### config.mk
export PLATFORM = sky130hd
export DESIGN_NAME = int_regfile
export DESIGN_NICKNAME = d
export VERILOG_FILES = /design/src/wb_pkg.sv /design/src/int_regfile.sv
export SDC_FILE = /design/constraint.sdc
export NUM_CORES = 2
export LEC_CHECK = 0
export ABC_CLOCK_PERIOD_IN_PS = 1750
export BUFFER_PORTS_ARGS = -buffer_cell sky130_fd_sc_hd__buf_2
export CELL_PAD_IN_SITES_DETAIL_PLACEMENT = 1
export CELL_PAD_IN_SITES_GLOBAL_PLACEMENT = 1
export CORE_MARGIN = 2
export CORE_UTILIZATION = 48
export DETAILED_ROUTE_END_ITERATION = 12
export PLACE_DENSITY_LB_ADDON = 0.1
export SLEW_MARGIN = 20
export SYNTH_ARGS = -nofsm -noshare
export SYNTH_HDL_FRONTEND = slang
export SYNTH_SLANG_ARGS = --single-unit
### constraint.sdc
create_clock -name clk -period 1.75 [get_ports clk]
set_input_delay 0.175 -clock clk [delete_from_list [all_inputs] [get_ports clk]]
set_output_delay 0.175 -clock clk [all_outputs]
set_load 0.02 [all_outputs]
### src/wb_pkg.sv
// Write-back stage package
// Widths, write-back source select codes and the floating-point
// write word shared by the MEM/WB end of the RV32D core
package wb_pkg;

  // Core widths, fixed at RV32D
  localparam int XLEN       = 32;
  localparam int FLEN       = 64;
  localparam int REG_ADDR_W = 5;

  // Write-back source select
  localparam int WB_SEL_W = 3;

  localparam logic [WB_SEL_W-1:0] WB_SEL_ALU    = 3'd0;
  localparam logic [WB_SEL_W-1:0] WB_SEL_MEM    = 3'd1;  // Load data
  localparam logic [WB_SEL_W-1:0] WB_SEL_PC4    = 3'd2;  // Link address for JAL/JALR
  localparam logic [WB_SEL_W-1:0] WB_SEL_CSR    = 3'd3;
  localparam logic [WB_SEL_W-1:0] WB_SEL_MULDIV = 3'd4;
  localparam logic [WB_SEL_W-1:0] WB_SEL_ATOMIC = 3'd5;
  localparam logic [WB_SEL_W-1:0] WB_SEL_FPINT  = 3'd6;  // FP op with integer result

  // Accrued exception flags, ordered NV DZ OF UF NX from high to low
  localparam int NUM_FFLAGS = 5;

  // Single-precision view of an FP register word
  typedef struct packed {
    logic [FLEN-XLEN-1:0] box;    // All ones for a legal NaN-boxed single
    logic [XLEN-1:0]      value;
  } fp_sgl_t;

  // One FP register word, read as a double or as a boxed single
  typedef union packed {
    logic [FLEN-1:0] dbl;
    fp_sgl_t         sgl;
  } fp_word_u;

endpackage
### src/int_regfile.sv
// Integer register file
// x1..x31 with one write port and two combinational read ports,
// x0 reads as zero and ignores writes
`timescale 1ns/10ps

module int_regfile
  import wb_pkg::*;
(
  input  logic                  clk,
  input  logic                  reset_n,
  input  logic                  we,
  input  logic [REG_ADDR_W-1:0] waddr,
  input  logic [XLEN-1:0]       wdata,
  input  logic [REG_ADDR_W-1:0] rs1_addr,
  input  logic [REG_ADDR_W-1:0] rs2_addr,
  output logic [XLEN-1:0]       rs1_data,
  output logic [XLEN-1:0]       rs2_data
);

  localparam int NUM_REGS = 1 << REG_ADDR_W;

  logic [XLEN-1:0] regs [1:NUM_REGS-1];  // No storage behind x0

  always_ff @(posedge clk or negedge reset_n) begin
    if (!reset_n) begin
      for (int i = 1; i < NUM_REGS; i++) begin
        regs[i] <= '0;
      end
    end else if (we && (waddr != '0)) begin
      regs[waddr] <= wdata;
    end
  end

  // No write-to-read bypass, a new value shows after the edge
  always_comb begin
    rs1_data = '0;
    rs2_data = '0;
    if (rs1_addr != '0) begin
      rs1_data = regs[rs1_addr];
    end
    if (rs2_addr != '0) begin
      rs2_data = regs[rs2_addr];
    end
  end

endmodule

==> results.rst <==
.. list-table::
   :header-rows: 1

   * - Metric
     - Value
   * - Number of placed I/O pins
     - 114
   * - Worst skew pair latency
     - 0.71 ns
   * - Total detailed-routing wirelength
     - 197.1 mm
   * - Slew at the pin closest to its max-slew limit
     - 0.8307 ns
   * - Worst max-slew margin expressed relative to the limit
     - 44.44%
   * - Count of pins over their slew limit
     - 0
   * - Worst IR Drop VDD
     - 1.313 mV
   * - Most utilized layer in the global route result
     - met2
   * - Max_cap viols
     - 0
   * - Number of buffers added by the clock tree synthesis step
     - 113
   * - Worst setup margin
     - -0.7708 ns
   * - Highest Clock Rate
     - 396.7 MHz
   * - Worst hold-check slack
     - 0.1078 ns
   * - Time the worst path needs with I/O delays and setup
     - 2.521 ns
   * - Layout overhead on the synthesized area
     - 26.44%
   * - Top flip-flop cell by instance count after synthesis
     - dfrtp_1
   * - Maximum fanout count along the critical path
     - 3
   * - Sort of element at the start of the critical path
     - flip-flop
   * - Required time of the worst setup path
     - 1.57 ns
   * - Element type at the critical path end
     - output port
   * - Most flops, register
     - regs
   * - Netlist area before placement
     - 53380 um^2
   * - Layout Skew
     - 0 ns
   * - Most numerous cell types in the synthesized netlist
     - mux2_2, dfrtp_1, mux2i_1
   * - Clock root buffer
     - clkbuf_16
   * - Final Hold Vio Count
     - 0
   * - Avg Vias per Cell
     - 6.459
   * - Post-detail-place hpwl
     - 130.4 mm
   * - Count of warnings emitted by yosys
     - 0
   * - CTS clk-pin slew, worst paths
     - 0.06 ns
   * - Maximum count of clock buffers along a single path
     - 3
   * - Cell taking the most area after synthesis
     - dfrtp_1
   * - Met3 routing resource usage after global routing
     - 5.363%
   * - Port Buf Inserts
     - 113
   * - Post-route DRC
     - 0
   * - Number of clock sinks
     - 992
   * - Number of different library cells in the post-synthesis netlist
     - 41
   * - Initial core utilization
     - 48.31%
   * - Arrival time worst endpoint
     - 2.35 ns
   * - 1st-pass router iterations
     - 7
   * - Average footprint of a synthesized cell
     - 13.13 um^2
   * - Post-Syn Nets
     - 4116
   * - Hold WC Path Type
     - in2reg
   * - FILL cells
     - 10363
   * - Number of flip-flops under the largest register name
     - 992
   * - Final layout net count
     - 4503
   * - Switching power
     - 21.54 mW
   * - Number of antenna violations at the first check in global routing
     - 7
   * - Setup-violating endpoint count in the final report
     - 64
   * - H-tree levels
     - 3
   * - Number of enable-type register cells in the synthesized netlist
     - 0
   * - Relative contribution of combinational cells to total power
     - 23.3%
   * - Row cnt
     - 122
   * - Leakage power summed over all cells
     - 30.48 nW
   * - Clock share of power
     - 35.0%
   * - PnR Total Power
     - 74.59 mW
   * - Number of vias in the routed layout
     - 39016
   * - Proportion of register bits with asynchronous set or reset after synthesis
     - 100.0%
   * - Remaining global-route overflow
     - 0
   * - Portion of total power attributed to sequential cells
     - 41.7%
   * - Die Y
     - 337.5 um
   * - Grt met2 use
     - 55.49%
   * - Layout cell share with drive strength beyond 1
     - 52.24%
   * - Registers with the most flip-flops
     - regs x992
   * - WL/cell
     - 32.62 um
   * - Pin count of the biggest net entering global routing
     - 71
   * - Dominant cell by count in the synthesized netlist
     - mux2_2
   * - Count of antenna-violating nets left after detailed routing
     - 0
   * - Violated checks
     - setup timing
   * - Met1 Track Usage GR
     - 47.93%
   * - Setup repair after global routing missed its margin
     - yes
   * - Share of the clock period used by the worst path
     - 144.0%
   * - Gr usage total
     - 34.72%
   * - Area fraction of the dominant cell type after synthesis
     - 46.50%
   * - Switching portion of total power
     - 28.88%
   * - DIE AREA
     - 113900 um^2
   * - Internal power
     - 53.04 mW
   * - Total power density per cell area
     - 1105 nW/um^2
   * - Core footprint
     - 110500 um^2
   * - Number of synthesized register bits
     - 992
   * - Cell count after synthesis
     - 4066
   * - Outcome
     - complete, but fails checks
   * - Final core occ
     - 61.08%
   * - Detailed router's first-iteration violation count
     - 3059
   * - Number of global-route vias before repair
     - 41920
   * - Sequential fraction of the synthesis area
     - 46.50%
   * - Cells taking the most area after synthesis
     - dfrtp_1, mux2_2, mux2i_1
   * - Horizontal die dimension
     - 337.5 um
   * - Gp weighted congestion
     - 0.8519
   * - TritonCTS clock tree
     - done
   * - Global-route wire length before repair
     - 290.7 mm
   * - Critical setup path kind
     - reg2out
## cell usage in the layout, fill, tap and decap left out, types with 12 or more instances in the layout
cell	n
nor3_1	123
dfrtp_1	992
nor2b_1	14
nor4_4	32
mux2i_1	577
a22oi_1	30
a21oi_2	24
mux2_4	46
buf_2	42
a221oi_2	20
or3_4	30
buf_12	186
nor2b_4	26
mux2_1	79
o22ai_2	12
mux4_2	128
mux2_2	995
o22ai_1	275
a211oi_2	18
clkbuf_16	119
clkbuf_1	18
buf_4	424
buf_6	49
a221o_1	32
a22oi_2	34
clkinv_2	22
clkbuf_8	37
bufinv_16	14
a211oi_4	45
nor2_4	12
## worst max-delay path, cell delays in order (launching register included)
cell	delay [ns]
dfrtp_1	0.37
mux2_4	0.16
o22ai_2	0.06
or3_4	0.39
a211oi_4	0.46
buf_6	0.19
## power by group through the flow
stage | sequential (mW) | clock [mW] | combinational (mW)
detailed placement | 31.2 | 0 | 15.9
global route | 31.7 | 27.3 | 18.4
CTS | 30.9 | 26.5 | 17.1
floorplan | 30.0 | 0 | 11.0
finish | 31.1 | 26.1 | 17.4
global placement | 30.9 | 0 | 15.4
## final timing paths
kind                                            start                    end  slack (ns)  cells after the start
worst max-delay path            regs[825]$_DFFE_PN0P_           rs1_data[25]       -0.77                      5
worst min register to register  regs[546]$_DFFE_PN0P_  regs[546]$_DFFE_PN0P_        0.51                      1
worst max register to register  regs[825]$_DFFE_PN0P_  regs[825]$_DFFE_PN0P_        0.72                      3
min in group asynchronous                     reset_n  regs[677]$_DFFE_PN0P_        0.29                      3
worst min-delay path                         wdata[9]  regs[745]$_DFFE_PN0P_        0.11                      2
max in group asynchronous                     reset_n  regs[155]$_DFFE_PN0P_        0.21                      3
## area by class of cell
type                       instances  area [um^2]  share of cell area (%)
antenna                            1        2.502                0.003707
multi-input combinational       2639        28940                   42.88
timing repair buffer             707         7749                   11.48
sequential                       992        24820                   36.78
clock buffer                     174         3555                   5.266
tap                             1488         1862                   2.758
clock inverter                    40        563.0                  0.8342
## cells by family (layout without fill, tap and decap cells)
| family | after synthesis | after routing | synth area share, % |
|---|---|---|---|
| flops | 992 | 992 | 46.50 |
| compound gates | 510 | 510 | 6.579 |
| buf+inv | 435 | 921 | 3.923 |
| mux | 1825 | 1825 | 39.84 |
| other cells | 0 | 1 | 0 |
| simple gates | 304 | 304 | 3.155 |
## metrics by stage
step / cell area, um^2 / setup slack, ns / cells / TNS, ns
floorplan: 54500 / -0.06759 / 4066 / -1.581
global placement: 61630 / -0.4948 / 5792 / -65.57
detailed placement: 61630 / -0.5010 / 5792 / -82.34
CTS: 67170 / -0.7949 / 6025 / -42.71
global route: 67500 / -0.8233 / 6040 / -44.21
finish: 67500 / -0.7708 / 6041 / -40.28
## layer usage
layer / routed length (um) / vias up
met4: 7949 / 6
li1: - / 16248
met3: 11560 / 421
met5: 34 / -
met2: 92750 / 1209
met1: 84770 / 21132
## timing repair
action / CTS / global route
setup endpoints to repair: 64 / 64
endpoints found under the hold margin: 609 / 0
resized for setup: 297 / 46
hold buffers: 2 / 0
pin swaps: 104 / 43
setup buffers: 25 / 16
(Power assumes the default switching activity.)
