**config.mk**
```make
export PLATFORM = sky130hd
export DESIGN_NAME = memwb_register
export DESIGN_NICKNAME = d
export VERILOG_FILES = /design/src/wb_pkg.sv /design/src/memwb_register.sv
export SDC_FILE = /design/constraint.sdc
export NUM_CORES = 1
export LEC_CHECK = 0
export BUFFER_PORTS_ARGS = -buffer_cell sky130_fd_sc_hd__buf_2
export CELL_PAD_IN_SITES_DETAIL_PLACEMENT = 1
export CELL_PAD_IN_SITES_GLOBAL_PLACEMENT = 2
export CORE_AREA = 4 4 293 295
export CTS_CLUSTER_DIAMETER = 100
export DETAILED_ROUTE_END_ITERATION = 16
export DIE_AREA = 0 0 297 299
export HOLD_SLACK_MARGIN = 0.08
export PLACE_DENSITY_LB_ADDON = 0.15
export SKIP_LAST_GASP = 1
export SYNTH_ARGS = -nofsm -noshare
export SYNTH_HDL_FRONTEND = slang
export SYNTH_SLANG_ARGS = --single-unit
```
**constraint.sdc**
```tcl
create_clock -name clk -period 0.8 [get_ports clk]
set_input_delay 0.08 -clock clk [delete_from_list [all_inputs] [get_ports clk]]
set_output_delay 0.08 -clock clk [all_outputs]
set_load 0.01 [all_outputs]
```
**src/wb_pkg.sv**
```systemverilog
// Write-back stage package
// Widths, write-back source select codes and the floating-point
// write word shared by the MEM/WB end of the RV32D core
package wb_pkg;

  // Core widths, fixed at RV32D
  localparam int XLEN       = 32;
  localparam int FLEN       = 64;
  localparam int REG_ADDR_W = 5;

  // Write-back source select
  localparam int WB_SEL_W = 3;

  localparam logic [WB_SEL_W-1:0] WB_SEL_ALU    = 3'd0;
  localparam logic [WB_SEL_W-1:0] WB_SEL_MEM    = 3'd1;  // Load data
  localparam logic [WB_SEL_W-1:0] WB_SEL_PC4    = 3'd2;  // Link address for JAL/JALR
  localparam logic [WB_SEL_W-1:0] WB_SEL_CSR    = 3'd3;
  localparam logic [WB_SEL_W-1:0] WB_SEL_MULDIV = 3'd4;
  localparam logic [WB_SEL_W-1:0] WB_SEL_ATOMIC = 3'd5;
  localparam logic [WB_SEL_W-1:0] WB_SEL_FPINT  = 3'd6;  // FP op with integer result

  // Accrued exception flags, ordered NV DZ OF UF NX from high to low
  localparam int NUM_FFLAGS = 5;

  // Single-precision view of an FP register word
  typedef struct packed {
    logic [FLEN-XLEN-1:0] box;    // All ones for a legal NaN-boxed single
    logic [XLEN-1:0]      value;
  } fp_sgl_t;

  // One FP register word, read as a double or as a boxed single
  typedef union packed {
    logic [FLEN-1:0] dbl;
    fp_sgl_t         sgl;
  } fp_word_u;

endpackage
```
**src/memwb_register.sv**
```systemverilog
// MEM/WB pipeline register
// Captures every memory-stage result on each rising edge for write-back
// Last stage of the pipe, so there is no stall or flush
`timescale 1ns/10ps

module memwb_register
  import wb_pkg::*;
(
  input  logic                  clk,
  input  logic                  reset_n,

  // Memory-stage results
  input  logic [XLEN-1:0]       alu_result_in,
  input  logic [XLEN-1:0]       mem_read_data_in,
  input  logic [FLEN-1:0]       fp_mem_read_data_in,  // Full FLD data
  input  logic [REG_ADDR_W-1:0] rd_addr_in,
  input  logic [XLEN-1:0]       pc_plus_4_in,
  input  logic                  reg_write_in,
  input  logic [WB_SEL_W-1:0]   wb_sel_in,
  input  logic                  valid_in,
  input  logic [XLEN-1:0]       mul_div_result_in,
  input  logic [XLEN-1:0]       atomic_result_in,
  input  logic [FLEN-1:0]       fp_result_in,
  input  logic [XLEN-1:0]       int_result_fp_in,
  input  logic [REG_ADDR_W-1:0] fp_rd_addr_in,
  input  logic                  fp_reg_write_in,
  input  logic                  int_reg_write_fp_in,
  input  logic                  fp_flag_nv_in,
  input  logic                  fp_flag_dz_in,
  input  logic                  fp_flag_of_in,
  input  logic                  fp_flag_uf_in,
  input  logic                  fp_flag_nx_in,
  input  logic                  fp_fmt_in,            // 0 single, 1 double
  input  logic [XLEN-1:0]       csr_rdata_in,

  // Registered copies for the write-back logic
  output logic [XLEN-1:0]       alu_result_out,
  output logic [XLEN-1:0]       mem_read_data_out,
  output logic [FLEN-1:0]       fp_mem_read_data_out,
  output logic [REG_ADDR_W-1:0] rd_addr_out,
  output logic [XLEN-1:0]       pc_plus_4_out,
  output logic                  reg_write_out,
  output logic [WB_SEL_W-1:0]   wb_sel_out,
  output logic                  valid_out,
  output logic [XLEN-1:0]       mul_div_result_out,
  output logic [XLEN-1:0]       atomic_result_out,
  output logic [FLEN-1:0]       fp_result_out,
  output logic [XLEN-1:0]       int_result_fp_out,
  output logic [REG_ADDR_W-1:0] fp_rd_addr_out,
  output logic                  fp_reg_write_out,
  output logic                  int_reg_write_fp_out,
  output logic                  fp_flag_nv_out,
  output logic                  fp_flag_dz_out,
  output logic                  fp_flag_of_out,
  output logic                  fp_flag_uf_out,
  output logic                  fp_flag_nx_out,
  output logic                  fp_fmt_out,
  output logic [XLEN-1:0]       csr_rdata_out
);

  always_ff @(posedge clk or negedge reset_n) begin
    if (!reset_n) begin
      // Empty stage out of reset, nothing retires
      valid_out            <= 1'b0;
      reg_write_out        <= 1'b0;
      fp_reg_write_out     <= 1'b0;
      int_reg_write_fp_out <= 1'b0;
      wb_sel_out           <= WB_SEL_ALU;
      rd_addr_out          <= '0;
      fp_rd_addr_out       <= '0;
      fp_fmt_out           <= 1'b0;
      fp_flag_nv_out       <= 1'b0;
      fp_flag_dz_out       <= 1'b0;
      fp_flag_of_out       <= 1'b0;
      fp_flag_uf_out       <= 1'b0;
      fp_flag_nx_out       <= 1'b0;
      alu_result_out       <= '0;
      mem_read_data_out    <= '0;
      fp_mem_read_data_out <= '0;
      pc_plus_4_out        <= '0;
      mul_div_result_out   <= '0;
      atomic_result_out    <= '0;
      fp_result_out        <= '0;
      int_result_fp_out    <= '0;
      csr_rdata_out        <= '0;
    end else begin
      valid_out            <= valid_in;
      reg_write_out        <= reg_write_in;
      fp_reg_write_out     <= fp_reg_write_in;
      int_reg_write_fp_out <= int_reg_write_fp_in;
      wb_sel_out           <= wb_sel_in;
      rd_addr_out          <= rd_addr_in;
      fp_rd_addr_out       <= fp_rd_addr_in;
      fp_fmt_out           <= fp_fmt_in;
      fp_flag_nv_out       <= fp_flag_nv_in;
      fp_flag_dz_out       <= fp_flag_dz_in;
      fp_flag_of_out       <= fp_flag_of_in;
      fp_flag_uf_out       <= fp_flag_uf_in;
      fp_flag_nx_out       <= fp_flag_nx_in;
      alu_result_out       <= alu_result_in;
      mem_read_data_out    <= mem_read_data_in;
      fp_mem_read_data_out <= fp_mem_read_data_in;
      pc_plus_4_out        <= pc_plus_4_in;
      mul_div_result_out   <= mul_div_result_in;
      atomic_result_out    <= atomic_result_in;
      fp_result_out        <= fp_result_in;
      int_result_fp_out    <= int_result_fp_in;
      csr_rdata_out        <= csr_rdata_in;
    end
  end

endmodule

```
==> results.py <==
metrics = {
    "synth": {
        "synthMuxAreaShare": 0,
        "synthAdderAreaFrac": 0,
        "syn_area_sq_um": 9380,
        "synth_cell_type_count": 1,
        "yosys.area_share.simple": 0,
        "yosysSeqAreaShare": 1.00,
        "synth_compound_area_frac": 0,
        "syn_avg_cell_area_sq_um": 25.0,
        "synth_xor_area_frac": 0,
        "synth_nets": 752,
        "yosys_register_bits": 375,
        "synth_warnings": 0,
        "syn-instance-count": 375,
    },
    "worst_setup_path": {
        "worstPathMaxFanout": 1,
        "slowest_stage": "dfrtp_1",
        "end_kind": "output port",
        "crit_type": "reg2out",
        "cp_slowest_stage_delay_ns": 0.39,
        "crit_required_ns": 0.72,
        "cp_top_family": "flip-flops",
        "crit_buf_inv": 1,
        "worstPathCellList": "buf_2",
        "worst-endpoint-arrival_ns": 1.10,
        "critPathCapture": "int_result_fp_out[3]",
        "critical_path_cell_count": 1,
        "start_kind": "flop",
        "crit_path_start": "int_result_fp_out[3]",
    },
    "power": {
        "p_per_area_nw_per_um2": 2160,
        "ir_drop_uv": 1250,
        "p_leak_uw": 0.0104,
    },
    "status": {
        "violations": "negative setup slack",
        "outcome": "finished with violations",
    },
    "clock_tree": {
        "cts_made_buffers": 47,
        "cts_htree_levels": 2,
        "cts_setup_buffers": 0,
        "cts_tree": "built",
        "cts.clk_slew.worst_paths_ns": 0.06,
        "cts.path.max_buffers": 3,
        "cts_root_buf": "clkbuf_16",
        "numClockSinks": 375,
    },
    "sta": {
        "holdWs_ns": 0.0999,
        "post-route-min-period_ns": 1.18,
        "fmax_mhz": 845,
        "finalSetupTns_ns": -127.02,
        "grt_setup_unrepaired": "yes",
        "min_period_over_period": 1.48,
        "hold_viol_final": 0,
        "setup_slack_ns": -0.384,
        "relSlewSlack": 0.818,
        "tightest_slew_ns": 0.272,
        "finalSetupViolations": 384,
        "slew_violations": 0,
    },
    "cells_and_area": {
        "fin_nets": 1961,
        "multi_input_area_sq_um": 0,
        "multi_input_gates": 0,
        "area.growth.synth_to_final_pct": 132,
        "fin_area_sq_um": 21800,
        "layout-drive-gt1-share": 0.525,
    },
    "die": {
        "die_w_um": 297,
        "die_area_sq_um": 88800,
        "ios": 752,
        "core_sq_um": 83200,
        "floorplan.rows": 106,
        "die_height_um": 299,
        "start_util": 0.113,
    },
    "place": {
        "placed_area_sq_um": 14800,
        "gp_congestion": 0.720,
        "io_buffers": 751,
        "dp_hpwl_um": 34300,
    },
    "global_route": {
        "grt_pass1_wl_um": 67100,
        "antenna_found_initial": 4,
        "grt_pass1_vias": 10200,
        "grt_usage": 0.100,
        "gr-total-overflow": 0,
        "grt_max_degree": 38,
    },
    "route": {
        "viasPerCell": 3.00,
        "num_vias": 8104,
        "drc": 0,
        "ant_nets": 0,
        "routedWlPerCell_um": 16.8,
        "drt_first_pass_iters": 4,
        "highest_layer": "met5",
        "wl_met1_um": 14100,
        "drt-initial-drc-count": 159,
        "wl_met2_um": 26300,
        "routed_wl_um": 45400,
        "routed-wl-met3_um": 3490,
    },
    "worst_hold_path": {
        "hold_class": "in2async",
    },
    "flow_run": {
        "maxCapViolCount": 0,
    },
}
[registers in the layout (all words and copies together), names as in the netlist, 5 cells and up]
signal,flops
fp_rd_addr_out,5
pc_plus_4_out,32
fp_mem_read_data_out,64
csr_rdata_out,32
int_result_fp_out,32
fp_result_out,64
mul_div_result_out,32
atomic_result_out,32
mem_read_data_out,32
rd_addr_out,5
alu_result_out,32
[area by class of cell]
cell class	count	area (sq um)
antenna	2	5.00
clock buffer	73	1450
clock inverter	12	106
fill	9187	61300
sequential	375	9380
tap	1080	1350
timing repair buffer	1160	9520
[cell families after synthesis]
group / count (synthesis)
flops: 375
[layout by cell type (no fill, tap or decap)]
| cell | n |
|---|---|
| buf_2 | 496 |
| dlygate4sd3_1 | 385 |
| dfrtp_1 | 375 |
| buf_6 | 254 |
| clkbuf_16 | 48 |
| clkbuf_8 | 15 |
| buf_4 | 14 |
| clkbuf_1 | 10 |
| buf_12 | 10 |
| clkinv_2 | 7 |
| diode_2 | 2 |
| inv_6 | 2 |
| clkinv_8 | 1 |
| bufinv_16 | 1 |
| clkinvlp_4 | 1 |
| buf_8 | 1 |
[cell usage after synthesis]
cell	number	area, sq um
dfrtp_1	375	9380
[report_power, final]
part / switching, uW / total, uW / internal, uW
Clock: 8400 / 21100 / 12700
Combinational: 2170 / 5590 / 3410
Sequential: 381 / 20300 / 19900
[per-layer routing]
metal,vias up,track usage
met3,82,0.0350
met1,4066,0.0944
met2,358,0.199
li1,3596,-
met5,-,0
met4,2,0.0339
[what timing repair did]
| action | CTS | global route |
|---|---|---|
| hold buffers | 386 | 0 |
| resized for setup | 324 | 41 |
| endpoints found under the hold margin | 750 | 0 |
| setup endpoints to repair | 375 | 376 |
[how the worst min path moves through the flow]
stage | slack (ns) | endpoint
after floorplan | -0.22 | alu_result_out[0]
after global placement | 0.03 | pc_plus_4_out[0]
after detailed placement | 0.03 | pc_plus_4_out[0]
after CTS | 0.08 | pc_plus_4_out[0]
after global routing | 0.10 | mul_div_result_out[11]
final | 0.1 | fp_mem_read_data_out[31]
[per-stage QoR]
| stage | cells | utilization | worst slack, ns | total power, uW |
|---|---|---|---|---|
| finish | 2702 | 0.262 | -0.384 | 47000 |
| global route | 2700 | 0.262 | -0.457 | 49400 |
| CTS | 2701 | 0.259 | -0.463 | 48200 |
| detailed placement | 2230 | 0.178 | 0.189 | 23900 |
| global placement | 2230 | 0.178 | 0.177 | 23900 |
| floorplan | 375 | - | 0.344 | 21100 |
Note: power is estimated with default switching activity, not from simulation.
