<file path="src/wb_pkg.sv">
// Write-back stage package
// Widths, write-back source select codes and the floating-point
// write word shared by the MEM/WB end of the RV32D core
package wb_pkg;

  // Core widths, fixed at RV32D
  localparam int XLEN       = 32;
  localparam int FLEN       = 64;
  localparam int REG_ADDR_W = 5;

  // Write-back source select
  localparam int WB_SEL_W = 3;

  localparam logic [WB_SEL_W-1:0] WB_SEL_ALU    = 3'd0;
  localparam logic [WB_SEL_W-1:0] WB_SEL_MEM    = 3'd1;  // Load data
  localparam logic [WB_SEL_W-1:0] WB_SEL_PC4    = 3'd2;  // Link address for JAL/JALR
  localparam logic [WB_SEL_W-1:0] WB_SEL_CSR    = 3'd3;
  localparam logic [WB_SEL_W-1:0] WB_SEL_MULDIV = 3'd4;
  localparam logic [WB_SEL_W-1:0] WB_SEL_ATOMIC = 3'd5;
  localparam logic [WB_SEL_W-1:0] WB_SEL_FPINT  = 3'd6;  // FP op with integer result

  // Accrued exception flags, ordered NV DZ OF UF NX from high to low
  localparam int NUM_FFLAGS = 5;

  // Single-precision view of an FP register word
  typedef struct packed {
    logic [FLEN-XLEN-1:0] box;    // All ones for a legal NaN-boxed single
    logic [XLEN-1:0]      value;
  } fp_sgl_t;

  // One FP register word, read as a double or as a boxed single
  typedef union packed {
    logic [FLEN-1:0] dbl;
    fp_sgl_t         sgl;
  } fp_word_u;

endpackage
</file>
<file path="src/wb_select.sv">
// Write-back selector
// Picks the integer result by wb_sel, builds the FP write word with
// NaN boxing for singles and qualifies both write enables with valid
`timescale 1ns/10ps

module wb_select
  import wb_pkg::*;
(
  input  logic [XLEN-1:0]       alu_result,
  input  logic [XLEN-1:0]       mem_read_data,
  input  logic [FLEN-1:0]       fp_mem_read_data,
  input  logic [REG_ADDR_W-1:0] rd_addr,
  input  logic [XLEN-1:0]       pc_plus_4,
  input  logic                  reg_write,
  input  logic [WB_SEL_W-1:0]   wb_sel,
  input  logic                  valid,
  input  logic [XLEN-1:0]       mul_div_result,
  input  logic [XLEN-1:0]       atomic_result,
  input  logic [FLEN-1:0]       fp_result,
  input  logic [XLEN-1:0]       int_result_fp,
  input  logic [REG_ADDR_W-1:0] fp_rd_addr,
  input  logic                  fp_reg_write,
  input  logic                  int_reg_write_fp,
  input  logic                  fp_fmt,
  input  logic [XLEN-1:0]       csr_rdata,

  output logic                  int_we,
  output logic [REG_ADDR_W-1:0] int_waddr,
  output logic [XLEN-1:0]       int_wdata,
  output logic                  fp_we,
  output logic [REG_ADDR_W-1:0] fp_waddr,
  output logic [FLEN-1:0]       fp_wdata
);

  fp_word_u fp_word;

  // FP compares, classify and moves to int also write rd
  assign int_we    = valid & (reg_write | int_reg_write_fp);
  assign int_waddr = rd_addr;

  always_comb begin
    case (wb_sel)
      WB_SEL_ALU:    int_wdata = alu_result;
      WB_SEL_MEM:    int_wdata = mem_read_data;
      WB_SEL_PC4:    int_wdata = pc_plus_4;
      WB_SEL_CSR:    int_wdata = csr_rdata;
      WB_SEL_MULDIV: int_wdata = mul_div_result;
      WB_SEL_ATOMIC: int_wdata = atomic_result;
      WB_SEL_FPINT:  int_wdata = int_result_fp;
      default:       int_wdata = '0;  // Unused code
    endcase
  end

  // FLW/FLD take the load data, every other FP op its own result
  always_comb begin
    fp_word.dbl = (wb_sel == WB_SEL_MEM) ? fp_mem_read_data : fp_result;
    if (!fp_fmt) begin
      fp_word.sgl.box = '1;  // NaN box
    end
  end

  assign fp_we    = valid & fp_reg_write;
  assign fp_waddr = fp_rd_addr;
  assign fp_wdata = fp_word.dbl;

endmodule

</file>
<file path="config.mk">
export PLATFORM = sky130hd
export DESIGN_NAME = wb_select
export DESIGN_NICKNAME = d
export VERILOG_FILES = /design/src/wb_pkg.sv /design/src/wb_select.sv
export SDC_FILE = /design/constraint.sdc
export NUM_CORES = 1
export LEC_CHECK = 0
export ABC_CLOCK_PERIOD_IN_PS = 1000
export BUFFER_PORTS_ARGS = -buffer_cell sky130_fd_sc_hd__clkbuf_2
export CORE_AREA = 2 2 188 190
export DETAILED_ROUTE_END_ITERATION = 12
export DIE_AREA = 0 0 190 192
export GPL_ROUTABILITY_DRIVEN = 0
export MAX_ROUTING_LAYER = met4
export PLACE_DENSITY = 0.45
export SYNTH_ARGS = -nofsm -noshare
export SYNTH_HDL_FRONTEND = slang
export SYNTH_SLANG_ARGS = --single-unit
export TNS_END_PERCENT = 1
</file>
<file path="constraint.sdc">
create_clock -name vclk -period 1
set_input_delay 0.05 -clock vclk [all_inputs]
set_output_delay 0.05 -clock vclk [all_outputs]
set_load 0.02 [all_outputs]
</file>
==> results.md, run 1 <==
| Stage | Parameter | Value |
|---|---|---|
| sta | Final Hold Violating Endpoints | 0 |
| finish | Final cell count without fillers | 1,373 |
| worst setup path | Worst Path Arrival | 1300 ps |
| min path | Class of the worst hold path | primary input to output pin |
| yosys | Share of synthesized cell area in full adder, half adder and majority cells | 0% |
| place | Port Buffers | 458 |
| finish | Design Area, Final | 6959 um^2 |
| pwr | Power density of the placed cells | 477.6 nW/um^2 |
| drt | Detailed-route via count | 5,233 |
| sta | Setup repair after global routing missed its margin | true |
| finish | Most used cells in the layout excluding fill and tap cells | 383 x clkbuf_2, 142 x nand2_1, 73 x mux2i_1 |
| yosys | Netlist Area Pre-Place | 2875 um^2 |
| worst setup path | Largest driver fanout on the critical path | 8 |
| sta | Pins over their slew limit | 0 |
| worst setup path | Category of the most critical setup path | primary input to output pin |
| yosys | Yosys warning total | 0 |
| floorplan | Die width | 190 um |
| finish | Number of antenna cells inserted | 0 |
| grt | Number of global-route vias before repair | 4,854 |
| finish | Count of clock buffers in the final design | 0 |
| grt | GRT Util Overall | 9.427% |
| floorplan | Die height | 192 um |
| sta | Final WS setup | -345.6 ps |
| yosys | Mux contribution to synthesized area | 26.89% |
| grt | First-pass GRT wire length | 26,190 um |
| worst setup path | Critical Path Sink Type | output pin |
| drt | DRC marker count from the first detailed-route iteration | 125 |
| floorplan | Die outline area | 36,480 um^2 |
| finish | FILL cells | 3,832 |
| finish | Share of layout cells above drive strength 1 | 68.63% |
| floorplan | Starting density of the core | 8.386% |
| sta | Final setup violation count | 96 |
| yosys | Simple-gate portion of the synthesized area | 36.16% |
| floorplan | Core region area | 34,290 um^2 |
| job | Max capacitance violation total | 0 |
| status | Status | complete, but fails checks |
| sta | Highest clock frequency the design can meet | 743.2 MHz |
| drt | Final routed DRC violation total | 0 |
| place | Placed standard-cell area | 6148 um^2 |
| status | Violations in the final reports | setup timing |
| drt | Remaining number of nets flagged by the antenna check after routing | 0 |
| yosys | Post-synthesis share of cell area spent on xor and xnor gates | 0% |
| pwr | Static leakage power | 3.682 nW |
| grt | Grt total ovfl | 0 |
| grt | Largest net degree at the start of global routing | 29 |
| yosys | Synthesized instance count | 466 |
| sta | Worst slew slack as a fraction of its limit | 57.43% |
| finish | Count of flip-flops and latches | 0 |
| yosys | Mean cell area of the mapped netlist | 6.170 um^2 |
| yosys | Netlist cell types | 23 |
| pwr | Peak supply drop | 0.2100 mV |
| place | Number of placed cells counting well taps | 1,363 |
| yosys | Largest family of logic cells by synthesized area | simple AND/OR/NAND/NOR gates |
| drt | Via-per-instance ratio | 3.811 |
| min path | Number of cells on the worst hold path | 0 |
| grt | Antenna violations before repair | 0 |
| sta | Actual slew at the worst max-slew pin | 637.9 ps |
| floorplan | Top-level I/O count | 478 |
| worst setup path | Type of element launching the critical path | primary input |
| drt | Routed WL per cell | 14.12 um |
| finish | Most frequent standard cell in the layout excluding fill and tap cells | clkbuf_2 |
| sta | Fraction of the cycle the final worst path needs | 134.6% |
| yosys | Synthesized netlist net count | 836 |
| sta | Hold WS | 100.0 ps |
| floorplan | FP Rows | 68 |
| finish | Layout net count | 1,290 |
| yosys | Share of the synthesized area in compound gates (AO/OA/AOI/OAI) | 23.46% |
| drt | Total wire length after detailed routing | 19,380 um |
| worst setup path | CP Data Required Time | 950 ps |
| place | Final HPWL from detailed placement | 15,680 um |
| yosys | Share of synthesized area occupied by flip-flops and latches | 0% |
| finish | Synth-to-Final Area Change | 142.0% |
| finish | Storage element area | 0 um^2 |
| sta | Min cycle time layout | 1346 ps |
| drt | 1st-pass router iterations | 4 |
## power by group
group,internal [mW],total [mW],switching (mW),leakage [nW]
sequential,0,0,0,0
clock,0,0,0,0
combinational,1.68,3.32,1.65,3.68
total,1.68,3.32,1.65,3.68
## area by class of cell
cell class / count / area (um^2) / share of cell area (%)
well taps: 455 / 569.3 / 8.181
repair buffers: 512 / 3349 / 48.13
multi-input cells: 406 / 3040 / 43.69
## synth_stat cells (all sizes together) (2+ instances only)
cell / number / area share [%]
nor2b: 3 / 0.65
mux2: 2 / 0.78
a22o: 13 / 4.0
buf: 43 / 11
clkbuf: 17 / 2.2
nand2: 173 / 23
o221ai: 18 / 5.5
o21a: 19 / 5.0
a31oi: 14 / 3.0
or2: 13 / 2.8
nand3: 50 / 8.7
a32oi: 18 / 5.5
mux2i: 75 / 26
nor3b: 2 / 0.52
## layer usage
metal  wire length (um)  global-route usage, %
met1               7233                  10.63
met2              10520                  18.36
met3               1296                 0.5116
met4                333                  1.729
met5                  0                      -
## cell families (layout without fill, tap and decap cells)
| family | after synthesis | in the layout |
|---|---|---|
| buf+inv | 60 | 512 |
| simple gates | 245 | 245 |
| mux | 77 | 77 |
| compound gates | 84 | 84 |
## through the flow
stage	power, mW	setup TNS (ps)	setup slack, ps	utilization, %
5_1_grt	3.563	-30550	-404.9	20.30
6_report	3.323	-24990	-345.6	20.30
2_1_floorplan	1.600	-7223	-106.3	-
3_5_place_dp	2.902	-37660	-591.7	17.93
3_3_place_gp	2.904	-36210	-573.3	17.93
4_1_cts	3.127	-30520	-382.5	19.25
## final timing paths
kind	from	endpoint	slack [ps]
max	wb_sel[1]	fp_wdata[46]	-350
min	rd_addr[3]	int_waddr[3]	100
## worst max-delay path, cell delays in order
cell       delay (ps)
clkbuf_16         140
or3b_4            440
buf_12            180
buf_16            150
nand2_2            80
nand3_2            90
buf_6             150
## repair_timing
item	4_1_cts	5_1_grt
pin swaps	11	12
gates cloned	6	0
buffers inserted	4	0
gates resized for setup	66	172
endpoints found under the setup margin	96	96
hold buffers	0	0
Power figures use the tool's default switching activity.
==> run 2: changes to the inputs <==
- MAX_ROUTING_LAYER: met4 -> not set
==> run 2 against run 1 <==
- the run still ends with setup timing left
- count of clock-buffer cells in the layout did not move
- core utilization barely moved
- routed wire length barely moved
- die area did not move
- non-clock buffer count did not move
- global-route usage fell by 0.27 points
- critical endpoint unchanged
- highest routed layer unchanged
==> results.md, run 2 (synthesis gave the netlist of run 1 again) <==
| Stage | Parameter | Value |
|---|---|---|
| finish | Count of flip-flops and latches | 0 |
| drt | Final routed DRC violation total | 0 |
| worst setup path | Critical path startpoint | wb_sel[1] |
| grt | Grt total ovfl | 0 |
| sta | Min cycle time layout | 1345 ps |
| drt | DRC marker count from the first detailed-route iteration | 127 |
| worst setup path | Cell at the slowest stage of the critical path | or3b_4 |
| finish | Final cell count without fillers | 1,373 |
| floorplan | Top-level I/O count | 478 |
| place | Worst slack, placed | -591.7 ps |
| grt | Largest net degree at the start of global routing | 29 |
| worst setup path | Largest driver fanout on the critical path | 8 |
| drt | Via-per-instance ratio | 3.806 |
| drt | 1st-pass router iterations | 5 |
| finish | Synth-to-Final Area Change | 142.2% |
| sta | Final setup violation count | 96 |
| worst setup path | Cell family with the largest share of critical-path delay | buffers and inverters |
| drt | Routed WL per cell | 14.11 um |
| floorplan | Die outline area | 36,480 um^2 |
| finish | Number of antenna cells inserted | 0 |
| worst setup path | CP Data Required Time | 950 ps |
| sta | Actual slew at the worst max-slew pin | 610.1 ps |
| sta | Highest clock frequency the design can meet | 743.5 MHz |
| grt | First-pass GRT wire length | 26,180 um |
| floorplan | FP Rows | 68 |
| sta | Final WS setup | -344.9 ps |
| grt | Antenna violations before repair | 0 |
| worst setup path | Critical Path Sink Type | output pin |
| pwr | Peak supply drop | 0.2092 mV |
| grt | GRT Util Overall | 9.161% |
| min path | Class of the worst hold path | primary input to output pin |
| pwr | Power density of the placed cells | 477.9 nW/um^2 |
| sta | Worst slew slack as a fraction of its limit | 59.28% |
| finish | Storage element area | 0 um^2 |
| finish | Share of layout cells above drive strength 1 | 68.63% |
| grt | Number of global-route vias before repair | 4,856 |
| drt | Detailed-route via count | 5,225 |
| drt | Remaining number of nets flagged by the antenna check after routing | 0 |
| sta | Setup repair after global routing missed its margin | true |
| sta | Pins over their slew limit | 0 |
| finish | Layout net count | 1,290 |
| worst setup path | Slowest Stage Delay on Critical Path | 440 ps |
| pwr | Static leakage power | 3.684 nW |
| worst setup path | Buffer and inverter count on the worst path | 4 |
| status | Status | complete, but fails checks |
| finish | Most frequent standard cell in the layout excluding fill and tap cells | clkbuf_2 |
| floorplan | Starting density of the core | 8.386% |
| worst setup path | Worst Path Arrival | 1290 ps |
| floorplan | Die width | 190 um |
| place | Final HPWL from detailed placement | 15,680 um |
| floorplan | Die height | 192 um |
| min path | Origin of the worst min-delay path | rd_addr[3] |
| finish | Most used cells in the layout excluding fill and tap cells | 383 x clkbuf_2, 142 x nand2_1, 73 x mux2i_1 |
| drt | Total wire length after detailed routing | 19,370 um |
| worst setup path | Critical Path, Cell by Cell | clkbuf_16, or3b_4, buf_12, buf_16, nand2_2, nand3_2, buf_6 |
| sta | Fraction of the cycle the final worst path needs | 134.5% |
| place | Port Buffers | 458 |
| worst setup path | Category of the most critical setup path | primary input to output pin |
| worst setup path | Type of element launching the critical path | primary input |
| job | Max capacitance violation total | 0 |
| finish | Count of clock buffers in the final design | 0 |
| sta | Final Hold Violating Endpoints | 0 |
| place | Number of placed cells counting well taps | 1,363 |
| status | Violations in the final reports | setup timing |
| floorplan | Core region area | 34,290 um^2 |
run 2: area by class of cell:
| class | count | area [um^2] |
|---|---|---|
| fillers | 3832 | 27330 |
| repair buffers | 512 | 3353 |
| multi-input cells | 406 | 3040 |
| well taps | 455 | 569.3 |
run 2: repair_timing:
item / CTS / global route
endpoints found under the setup margin: 96 / 96
pin swaps: 11 / 12
hold buffers: 0 / 0
cloned: 6 / 0
gates resized for setup: 66 / 173
setup buffers: 4 / 0
endpoints found under the hold margin: 0 / 0
run 2: final timing paths:
kind / endpoint / slack (ps) / cells past startpoint
max: fp_wdata[46] / -340 / 7
min: int_waddr[3] / 100 / 0
run 2: power by group:
group          switching (mW)  internal [mW]
clock network               0              0
registers                   0              0
logic                    1.65           1.68
run 2: metal layers:
layer | vias to the layer above | GRT usage, % | routed length [um]
li1 | 2573 | - | -
met1 | 2343 | 10.46 | 7232
met2 | 289 | 18.37 | 10500
met3 | 20 | 0.7674 | 1305
met4 | 0 | 1.729 | 333
met5 | - | 0 | 0
run 2: stage by stage:
| step | instance area (um^2) | power, mW | hold slack (ps) | util (%) | TNS, ps |
|---|---|---|---|---|---|
| floorplan | 3212 | 1.600 | 212.6 | - | -7223 |
| global placement | 6148 | 2.904 | 100.1 | 17.93 | -36210 |
| detailed placement | 6148 | 2.902 | 100.1 | 17.93 | -37660 |
| CTS | 6601 | 3.127 | 100.1 | 19.25 | -30520 |
| global route | 6963 | 3.567 | 100.0 | 20.31 | -30540 |
| finish | 6963 | 3.328 | 100.0 | 20.31 | -24870 |
