File: config.mk
export PLATFORM = sky130hd
export DESIGN_NAME = fflags_csr
export DESIGN_NICKNAME = d
export VERILOG_FILES = /design/src/wb_pkg.sv /design/src/fflags_csr.sv
export SDC_FILE = /design/constraint.sdc
export NUM_CORES = 1
export LEC_CHECK = 0
export BUFFER_PORTS_ARGS = -buffer_cell sky130_fd_sc_hd__buf_2
export CAP_MARGIN = 40
export CORE_AREA = 2 2 39 41
export DETAILED_ROUTE_END_ITERATION = 8
export DIE_AREA = 0 0 41 43
export PLACE_DENSITY = 0.42
export SETUP_SLACK_MARGIN = 0.2
export SLEW_MARGIN = 0
export SYNTH_ARGS = -nofsm -noshare
export SYNTH_HDL_FRONTEND = slang
export SYNTH_SLANG_ARGS = --single-unit
File: constraint.sdc
create_clock -name clk -period 1.1 [get_ports clk]
set_input_delay 0 -clock clk [delete_from_list [all_inputs] [get_ports clk]]
set_output_delay 0 -clock clk [all_outputs]
set_load 0.005 [all_outputs]
File: src/wb_pkg.sv
// Write-back stage package
// Widths, write-back source select codes and the floating-point
// write word shared by the MEM/WB end of the RV32D core
package wb_pkg;

  // Core widths, fixed at RV32D
  localparam int XLEN       = 32;
  localparam int FLEN       = 64;
  localparam int REG_ADDR_W = 5;

  // Write-back source select
  localparam int WB_SEL_W = 3;

  localparam logic [WB_SEL_W-1:0] WB_SEL_ALU    = 3'd0;
  localparam logic [WB_SEL_W-1:0] WB_SEL_MEM    = 3'd1;  // Load data
  localparam logic [WB_SEL_W-1:0] WB_SEL_PC4    = 3'd2;  // Link address for JAL/JALR
  localparam logic [WB_SEL_W-1:0] WB_SEL_CSR    = 3'd3;
  localparam logic [WB_SEL_W-1:0] WB_SEL_MULDIV = 3'd4;
  localparam logic [WB_SEL_W-1:0] WB_SEL_ATOMIC = 3'd5;
  localparam logic [WB_SEL_W-1:0] WB_SEL_FPINT  = 3'd6;  // FP op with integer result

  // Accrued exception flags, ordered NV DZ OF UF NX from high to low
  localparam int NUM_FFLAGS = 5;

  // Single-precision view of an FP register word
  typedef struct packed {
    logic [FLEN-XLEN-1:0] box;    // All ones for a legal NaN-boxed single
    logic [XLEN-1:0]      value;
  } fp_sgl_t;

  // One FP register word, read as a double or as a boxed single
  typedef union packed {
    logic [FLEN-1:0] dbl;
    fp_sgl_t         sgl;
  } fp_word_u;

endpackage
File: src/fflags_csr.sv
// fflags accrued exception register
// Sticky NV/DZ/OF/UF/NX flags, ORed in as FP instructions retire,
// with a software write port that merges with same-cycle accrual
`timescale 1ns/10ps

module fflags_csr
  import wb_pkg::*;
(
  input  logic                  clk,
  input  logic                  reset_n,
  input  logic                  valid,    // Retiring entry this cycle
  input  logic                  flag_nv,
  input  logic                  flag_dz,
  input  logic                  flag_of,
  input  logic                  flag_uf,
  input  logic                  flag_nx,
  input  logic                  wr_en,
  input  logic [NUM_FFLAGS-1:0] wr_data,
  output logic [NUM_FFLAGS-1:0] fflags
);

  logic [NUM_FFLAGS-1:0] retire_flags;
  logic [NUM_FFLAGS-1:0] fflags_nxt;

  assign retire_flags = {flag_nv, flag_dz, flag_of, flag_uf, flag_nx};

  always_comb begin
    fflags_nxt = wr_en ? wr_data : fflags;
    // Flags of a bubble are meaningless, only valid entries accrue
    if (valid) begin
      fflags_nxt = fflags_nxt | retire_flags;
    end
  end

  always_ff @(posedge clk or negedge reset_n) begin
    if (!reset_n) begin
      fflags <= '0;
    end else begin
      fflags <= fflags_nxt;
    end
  end

endmodule

==> metrics.cfg, run 1 <==
[status]
outcome = finished clean

[drt]
wirelength_um = 632
route.detailed.vias_per_inst = 3.66
met3RoutedLength_um = 59
drtAntennaViolNets = 0
wl_met2_um = 252
drc = 0
post_drt_wl_per_cell_um = 9.88
maxUsedRoutingLayer = met4
detail_route.first_pass.iterations = 4
drt-met1-wl_um = 313
drt_iter0_drc = 4
num_vias = 234

[clock_tree]
worstSkewPairLatency_ns = 0.24
clock-root-buffer = clkbuf_4
clkSlewWorstSetupHoldPaths_ns = 0.04
cts_inserted_buffers = 3
cts_repair_resize_count = 0
tritoncts_clock_tree = built
cts_setup_buffers = 0
ctsLongestPathBuffers = 2
clock_tree.htree_level_count = 1
cts.sink_count = 5

[yosys]
synth.cell_area_um2 = 218
synth_enable_flop_cells = 0
yosys_warnings = 0
synth_top_area_cell = dfrtp_1
synth.top_cell.area_share_pct = 57.5
netlist-cell-type-count = 7
synth-seq-area-share_pct = 57.5
synth.cells.most_frequent = dfrtp_1, a22oi_1, inv_1, o21ai_0
ys_async_sr_fraction_pct = 100
ys.flop_type = dfrtp_1
synth.most_common_cell = dfrtp_1
synth.area.top_cells = dfrtp_1, a22oi_1, o21ai_0, inv_1, buf_6
post_synth_inst_count = 20
synth.avg_cell_area_um2 = 10.9
ys_seq_elements = 5
mappedNetlistNets = 34

[cells_and_area]
num-fill-cells = 141
largest_reg_flops = 5
largest-register = fflags
postLayoutCellArea_um2 = 413
final_cell_count_without_fillers = 64
area.sequential_um2 = 125
multiInputGateArea_um2 = 66.3
nNetsFinal = 63
insertedDiodeCount = 0
syn_to_final_growth_pct = 89.7
largest_registers_ranked_by_flip_flop_count = fflags (5)
drive_above_1_share_pct = 43.8

[setup_path]
critPathSlowestCell = dfrtp_1
cp_max_fo = 2
cp_top_family = flip-flops
critPathRequiredTime_ns = 1.22
ff2ff_path_depth = 2
setup.worst_path.start_class = register
end_kind = register
timing.critical_path.depth = 2
critical_path_class = reg -> reg
critPathArrivalTime_ns = 0.99
critical_path.n_buffers_inverters = 0
cpPeakStageDelay_ns = 0.37
cp_cell_sequence = nor2b_1 > a221o_1

[timing]
layout_min_cycle_time_ns = 0.868
worst-slew-pin-transition_ns = 0.177
fin_tns_setup_ns = 0
fin_crit_sh_pct = 79.0
layout_setup_ws_ns = 0.232
rsz0062_at_grt = no
setup-violations-final = 0
hold_viol_final = 0
final.setup_skew_ns = 0
max_slew_margin_pct = 88.2
final_max_slew_viol_count = 0
fmax_mhz = 1150

[placement]
gp_congestion = 0.679
placed_cell_area_um2 = 317
placedCellCount = 53
preCtsSetupSlack_ns = 0.245
place.port_buffers = 18

[floorplanning]
floorplan.die.width_um = 41
die_ar_mm2 = 0.00176
design.core.area_mm2 = 0.00138
initial_utilization_pct = 15.7
die_h_um = 43
ioPinCount = 19
placementRows = 14

[hold_path]
whs_path_depth = 3
min_path_type = in -> reg

[pwr]
p_seq_share_pct = 41.0
leakagePower_nw = 0.214
peakVddDrop_mv = 0.481
fraction_of_power_consumed_by_combinational_cells_pct = 18.5
p_per_area_mw_per_mm2 = 1250
clock_power_share_pct = 40.5
switching_power_mw = 0.119
power.internal_mw = 0.398
swShare_pct = 23.0

[grt]
first_global_vias = 233
pin_count_of_the_biggest_net_entering_global_routing = 11
grt.overflow.total = 0
grtUsageTotal_pct = 8.26
global_route_wire_length_before_repair_um = 938
antenna_found_initial = 0

[flow_run]
max-cap-violations = 0

-- final cells by class --
class	instances	share of cell area, %
clock buffer	4	6.36
sequential	5	30.3
timing repair buffer	25	38.8
inverter	4	3.64
multi-input combinational	10	16.1
tap	16	4.85
-- logic make-up (layout without fill, tap and decap cells) --
| kind of cell | after synthesis | in the layout | synth area share [%] |
|---|---|---|---|
| AOI/OAI and AO/OA | 9 | 9 | 27.6 |
| DFF | 5 | 5 | 57.5 |
| buffers and inverters | 5 | 33 | 12.1 |
| and+or+nand+nor | 1 | 1 | 2.88 |
-- power by group through the flow --
stage	sequential, mW	combinational (mW)	clock [mW]
after floorplan	0.216	0.0282	0
after global placement	0.214	0.0774	0
after detailed placement	0.214	0.0769	0
after CTS	0.212	0.0961	0.222
after global routing	0.213	0.109	0.226
final	0.212	0.0955	0.209
-- worst paths after layout --
check                           startpoint   endpoint  slack, ns
worst min register to register   fflags[4]  fflags[4]       0.52
worst max-delay path             fflags[2]  fflags[2]       0.23
worst max register to register   fflags[2]  fflags[2]       0.23
worst min-delay path            wr_data[0]  fflags[0]       0.01
min in group asynchronous          reset_n  fflags[1]       0.12
max in group asynchronous          reset_n  fflags[2]       0.84
-- stage by stage --
step	utilization, %	power (mW)	hold slack, ns
after floorplan	-	0.244	-0.296
after global placement	22.9	0.291	-0.180
after detailed placement	22.9	0.291	-0.175
after CTS	29.8	0.530	0.00402
after global routing	29.8	0.548	0.0294
final	29.8	0.517	0.0101
-- layout by cell type, fill, tap and decap left out, drive strengths merged --
cell type / Yosys / layout
a221o: 1 / 1
a22oi: 4 / 4
buf: 1 / 18
clkbuf: 0 / 4
dfrtp: 5 / 5
dlygate4sd3: 0 / 7
inv: 4 / 4
nor2b: 1 / 1
o21ai: 4 / 4
-- per-layer routing --
metal / vias to the layer above / track usage [%]
li1: 125 / -
met1: 91 / 11.7
met2: 16 / 9.69
met3: 2 / 4.71
met4: 0 / 4.00
met5: - / 0
-- tightest hold or removal path: cells and delay by family --
kind	cells	cell delay (ns)
AO/OA/AOI/OAI	2	0.13
buffers and inverters	1	0.08
-- timing repair --
item                       4_1_cts  5_1_grt
hold buffers                     7        0
hold endpoints to repair        10        0
setup endpoints to repair        0        0
Power figures use the tool's default switching activity.
==> inputs of run 2 (changes only) <==
clock period = 0.8 ns   (was 1.1 ns; I/O delays follow)
==> run 2 against run 1 <==
  * The run now ends with hold timing, setup timing left
  * Register-to-register slack worse by 0.30 ns
  * Die area is the same
  * Flip-flop and latch count is the same
  * Utilization shrank 3.8 points
  * Hold slack worse by 0.027 ns
  * Routed wire length is 10% lower
  * Via count down 7.7%
  * Cell area down 13%
  * Non-clock buffer count is 5 lower
  * Total power rose by 36%
  * Final cell count decreased by 7.8%
  * Highest routed layer unchanged
==> metrics.cfg, run 2 (synthesis gave the netlist of run 1 again) <==
[drt]
drt-met1-wl_um = 283  ; -9.6%
met3RoutedLength_um = 63  ; +6.8%
drt_iter0_drc = 0  ; -4
drc = 0  ; unchanged
num_vias = 216  ; -7.7%
post_drt_wl_per_cell_um = 9.59  ; -2.9%
wl_met2_um = 212  ; -16%
wirelength_um = 566  ; -10%
drtAntennaViolNets = 0  ; unchanged
route.detailed.vias_per_inst = 3.66  ; +0.13%
maxUsedRoutingLayer = met4
detail_route.first_pass.iterations = 1  ; -3

[setup_path]
setup.worst_path.start_class = register
cp_max_fo = 2  ; unchanged
critPathArrivalTime_ns = 0.99  ; about the same
critPathRequiredTime_ns = 0.92  ; -0.30 ns
critical_path_class = reg -> reg
end_kind = register
ff2ff_path_depth = 2  ; unchanged

[pwr]
power_mw = 0.702  ; +36%
leakagePower_nw = 0.194  ; -9.5%
p_per_area_mw_per_mm2 = 1950  ; +56%
peakVddDrop_mv = 0.706  ; +47%

[status]
outcome = finished with violations
failed_checks = hold timing, setup timing

[timing]
fmax_mhz = 1160  ; +0.48%
rsz0062_at_grt = yes
layout_setup_ws_ns = -0.0643  ; -0.296 ns
fin_crit_sh_pct = 108  ; +29 points
fin_tns_setup_ns = -0.0643  ; -0.0643 ns
layout_min_cycle_time_ns = 0.864  ; -0.00418 ns
final_max_slew_viol_count = 0  ; unchanged
final.setup_skew_ns = 0  ; unchanged
max_slew_margin_pct = 88.4  ; +0.25 points
setup-violations-final = 1  ; +1
final.hold.worst_slack_ns = -0.0165  ; -0.0266 ns
worst-slew-pin-transition_ns = 0.174  ; -0.00374 ns
hold_viol_final = 5  ; +5

[clock_tree]
holdBufCountCts = 1  ; -6
clock-root-buffer = clkbuf_4
clkSlewWorstSetupHoldPaths_ns = 0.04  ; about the same
ctsLongestPathBuffers = 2  ; unchanged
worstSkewPairLatency_ns = 0.24  ; about the same
clock_tree.htree_level_count = 1  ; unchanged
cts_inserted_buffers = 3  ; unchanged
cts.sink_count = 5  ; unchanged
tritoncts_clock_tree = built
cts_repair_resize_count = 0  ; unchanged

[cells_and_area]
postLayoutCellArea_um2 = 360  ; -13%
syn_to_final_growth_pct = 65.5
nNetsFinal = 58  ; -7.9%
insertedDiodeCount = 0  ; unchanged
most_frequent_cells_in_the_layout = buf_2, dfrtp_1, inv_1, a22oi_1, o21ai_0
largest_reg_flops = 5  ; unchanged
drive_above_1_share_pct = 51.2  ; +7.4 points
largest_registers_ranked_by_flip_flop_count = fflags (5)
mostFrequentLayoutCell = buf_2
num-fill-cells = 151  ; +7.1%
largest-register = fflags

[floorplanning]
floorplan.die.width_um = 41  ; unchanged
ioPinCount = 19  ; unchanged
placementRows = 14  ; unchanged
initial_utilization_pct = 15.7  ; unchanged
design.core.area_mm2 = 0.00138  ; unchanged
die_ar_mm2 = 0.00176  ; unchanged
die_h_um = 43  ; unchanged

[hold_path]
whs_path_depth = 2  ; -1
min_path_type = in -> reg

[grt]
pin_count_of_the_biggest_net_entering_global_routing = 11  ; unchanged
antenna_found_initial = 0  ; unchanged
grt.overflow.total = 0  ; unchanged
grtUsageTotal_pct = 8.06  ; -0.19 points
global_route_wire_length_before_repair_um = 876  ; -6.6%
first_global_vias = 207  ; -11%

[placement]
place.port_buffers = 18  ; unchanged
preCtsSetupSlack_ns = -0.0551  ; -0.300 ns
gp_congestion = 0.679  ; unchanged
placed_cell_area_um2 = 317  ; unchanged

[flow_run]
max-cap-violations = 0  ; unchanged

==> run 2: cell types whose count changed in the layout (fill, tap and decap cells not counted), sizes merged <==
cell	previous run	this run
dlygate4sd3	7	1
buf	18	19
==> run 2: final timing paths <==
check	startpoint	slack (ns)	endpoint
max in group asynchronous	reset_n	0.54	fflags[2]
min in group asynchronous	reset_n	0.12	fflags[1]
max reg2reg	fflags[2]	-0.06	fflags[2]
min	flag_of	-0.02	fflags[2]
max	fflags[2]	-0.06	fflags[2]
min reg2reg	fflags[1]	0.52	fflags[1]
==> run 2: layout make-up <==
type | count | area, um^2 | area share, %
clock buffers | 4 | 26.3 | 7.29
inverters | 4 | 15.0 | 4.17
multi-input cells | 10 | 66.3 | 18.4
flip-flops and latches | 5 | 125 | 34.7
well taps | 16 | 20.0 | 5.56
repair buffers | 20 | 108 | 29.9
==> run 2: through the flow <==
| step | utilization [%] | cells |
|---|---|---|
| 3_3_place_gp | 22.9 | 53 |
| 3_5_place_dp | 22.9 | 53 |
| 6_report | 26.0 | 59 |
| 2_1_floorplan | - | 20 |
| 4_1_cts | 26.0 | 59 |
| 5_1_grt | 26.0 | 59 |
==> run 2: where the power goes <==
group / internal (mW) / switching (mW) / total, mW
sequential: 0.278 / 0.0114 / 0.290
clock: 0.189 / 0.107 / 0.296
combinational: 0.0666 / 0.0493 / 0.116
==> run 2: repair_timing <==
action	in CTS	in global routing
endpoints found under the setup margin	10	10
buffers inserted	1	0
pin swaps	0	0
hold endpoints to repair	10	1
==> run 2: critical path, stage by stage, from the launching register on <==
cell	delay (ns)
dfrtp_1	0.37
nor2b_1	0.13
a221o_1	0.25
==> run 2: per-layer routing <==
layer | up-vias | track usage [%]
met2 | 16 | 7.19
met5 | - | 0
li1 | 115 | -
met3 | 2 | 3.14
met4 | 0 | 8.00
met1 | 83 | 12.7
==> inputs of run 3 (changes only) <==
SKIP_CTS_REPAIR_TIMING = 1   (was default)
==> run 3 against run 2 <==
  * The run still ends with hold timing, setup timing left
  * Flip-flop and latch count unchanged
  * Critical endpoint unchanged
  * Critical path type unchanged
  * Routed wire length decreased by 0.35%
  * Count of clock-buffer cells in the layout unchanged
  * Die area unchanged
==> metrics.cfg, run 3 (synthesis gave the netlist of run 1 again) <==
[pwr]
swShare_pct = 24.0  ; +0.084 points
p_per_area_mw_per_mm2 = 1970  ; +1.2%
leakagePower_nw = 0.189  ; -2.4%
p_seq_share_pct = 41.8  ; +0.5 points
power.internal_mw = 0.528  ; -1.1%
fraction_of_power_consumed_by_combinational_cells_pct = 15.6  ; -0.9 points
switching_power_mw = 0.167  ; -0.61%
peakVddDrop_mv = 0.705  ; about the same
clock_power_share_pct = 42.6  ; +0.4 points

[floorplanning]
ioPinCount = 19  ; unchanged
die_ar_mm2 = 0.00176  ; unchanged
die_h_um = 43  ; unchanged
placementRows = 14  ; unchanged
initial_utilization_pct = 15.7  ; unchanged
design.core.area_mm2 = 0.00138  ; unchanged
floorplan.die.width_um = 41  ; unchanged

[status]
failed_checks = hold timing, setup timing
outcome = finished with violations

[clock_tree]
clkSlewWorstSetupHoldPaths_ns = 0.04  ; about the same
cts_inserted_buffers = 3  ; unchanged
worstSkewPairLatency_ns = 0.24  ; about the same
ctsLongestPathBuffers = 2  ; unchanged
clock-root-buffer = clkbuf_4
tritoncts_clock_tree = built
clock_tree.htree_level_count = 1  ; unchanged
cts.sink_count = 5  ; unchanged

[cells_and_area]
num-fill-cells = 147  ; -2.6%
nNetsFinal = 57  ; -1.7%
largest_registers_ranked_by_flip_flop_count = fflags (5)
final_core_utilization_pct = 25.5  ; -0.54 points
mostFrequentLayoutCell = buf_2
largest-register = fflags
area.sequential_um2 = 125  ; unchanged
insertedDiodeCount = 0  ; unchanged
syn_to_final_growth_pct = 62.1
most_frequent_cells_in_the_layout = buf_2, dfrtp_1, inv_1, a22oi_1, o21ai_0
largest_reg_flops = 5  ; unchanged
drive_above_1_share_pct = 50.0  ; -1.2 points
multiInputGateArea_um2 = 66.3  ; unchanged

[drt]
detail_route.first_pass.iterations = 1  ; unchanged
drt_iter0_drc = 0  ; unchanged
post_drt_wl_per_cell_um = 9.72  ; +1.4%
wirelength_um = 564  ; -0.35%
num_vias = 214  ; -0.93%
drc = 0  ; unchanged
route.detailed.vias_per_inst = 3.69  ; +0.78%
drtAntennaViolNets = 0  ; unchanged

[placement]
gp_congestion = 0.679  ; unchanged
place.port_buffers = 18  ; unchanged
preCtsSetupSlack_ns = -0.0551  ; unchanged

[timing]
final.setup_skew_ns = 0  ; unchanged
max_slew_margin_pct = 88.4  ; unchanged
final.hold.worst_slack_ns = -0.0165  ; unchanged
final_max_slew_viol_count = 0  ; unchanged
hold_viol_final = 5  ; unchanged
setup-violations-final = 1  ; unchanged
layout_min_cycle_time_ns = 0.864  ; unchanged
fin_crit_sh_pct = 108  ; unchanged
fmax_mhz = 1160  ; unchanged
layout_setup_ws_ns = -0.0643  ; unchanged
rsz0062_at_grt = yes
worst-slew-pin-transition_ns = 0.174  ; unchanged

[grt]
pin_count_of_the_biggest_net_entering_global_routing = 11  ; unchanged
antenna_found_initial = 0  ; unchanged
grt.overflow.total = 0  ; unchanged
first_global_vias = 209  ; +0.97%
global_route_wire_length_before_repair_um = 869  ; -0.80%
grtUsageTotal_pct = 7.96  ; -0.10 points

[flow_run]
max-cap-violations = 0  ; unchanged

[setup_path]
cp_top_family = flip-flops
cpPeakStageDelay_ns = 0.37  ; about the same
critPathRequiredTime_ns = 0.92  ; about the same
critical_path_class = reg -> reg
setup.worst_path.start_class = register
end_kind = register
critical_path.n_buffers_inverters = 0  ; unchanged
cp_max_fo = 2  ; unchanged
critPathSlowestCell = dfrtp_1
critPathArrivalTime_ns = 0.99  ; about the same
cp_cell_sequence = nor2b_1 > a221o_1

[hold_path]
min_path_type = in -> reg

## run 3: cell count changes in the layout (fill, tap and decap cells not counted), sizes merged
| cell | previous run | this run |
|---|---|---|
| buf | 19 | 18 |
## run 3: power groups by stage
stage / Combinational (mW) / Clock [mW] / Sequential (mW)
after floorplan: 0.0387 / 0 / 0.296
after global placement: 0.106 / 0 / 0.294
after detailed placement: 0.106 / 0 / 0.294
after CTS: 0.106 / 0.312 / 0.291
after global routing: 0.127 / 0.322 / 0.292
final: 0.109 / 0.296 / 0.290
## run 3: cell type report
class | count | area share, %
tap | 16 | 5.67
inverter | 4 | 4.26
multi-input combinational | 10 | 18.8
timing repair buffer | 19 | 28.4
clock buffer | 4 | 7.45
sequential | 5 | 35.5
## run 3: final timing paths
| kind | slack (ns) | depth (start not counted) | to | from |
|---|---|---|---|---|
| max in group asynchronous | 0.54 | 2 | fflags[2] | reset_n |
| min in group asynchronous | 0.12 | 2 | fflags[1] | reset_n |
| max reg2reg | -0.06 | 2 | fflags[2] | fflags[2] |
| min | -0.02 | 2 | fflags[2] | flag_of |
| max | -0.06 | 2 | fflags[2] | fflags[2] |
| min reg2reg | 0.52 | 2 | fflags[4] | fflags[4] |
## run 3: routing by layer
| layer | track usage, % | vias to the layer above | routed length (um) |
|---|---|---|---|
| li1 | - | 113 | - |
| met1 | 12.1 | 83 | 282 |
| met2 | 7.19 | 16 | 212 |
| met3 | 3.66 | 2 | 62 |
| met4 | 8.00 | 0 | 6 |
| met5 | 0 | - | 0 |
## run 3: stage by stage
stage               power, mW  cells  area, um^2  setup TNS (ns)
global route            0.742     58         353         -0.0874
global placement        0.400     53         317         -0.0482
CTS                     0.708     57         343         -0.0657
detailed placement      0.400     53         317         -0.0551
finish                  0.695     58         353         -0.0643
floorplan               0.335     20         218         -0.0520
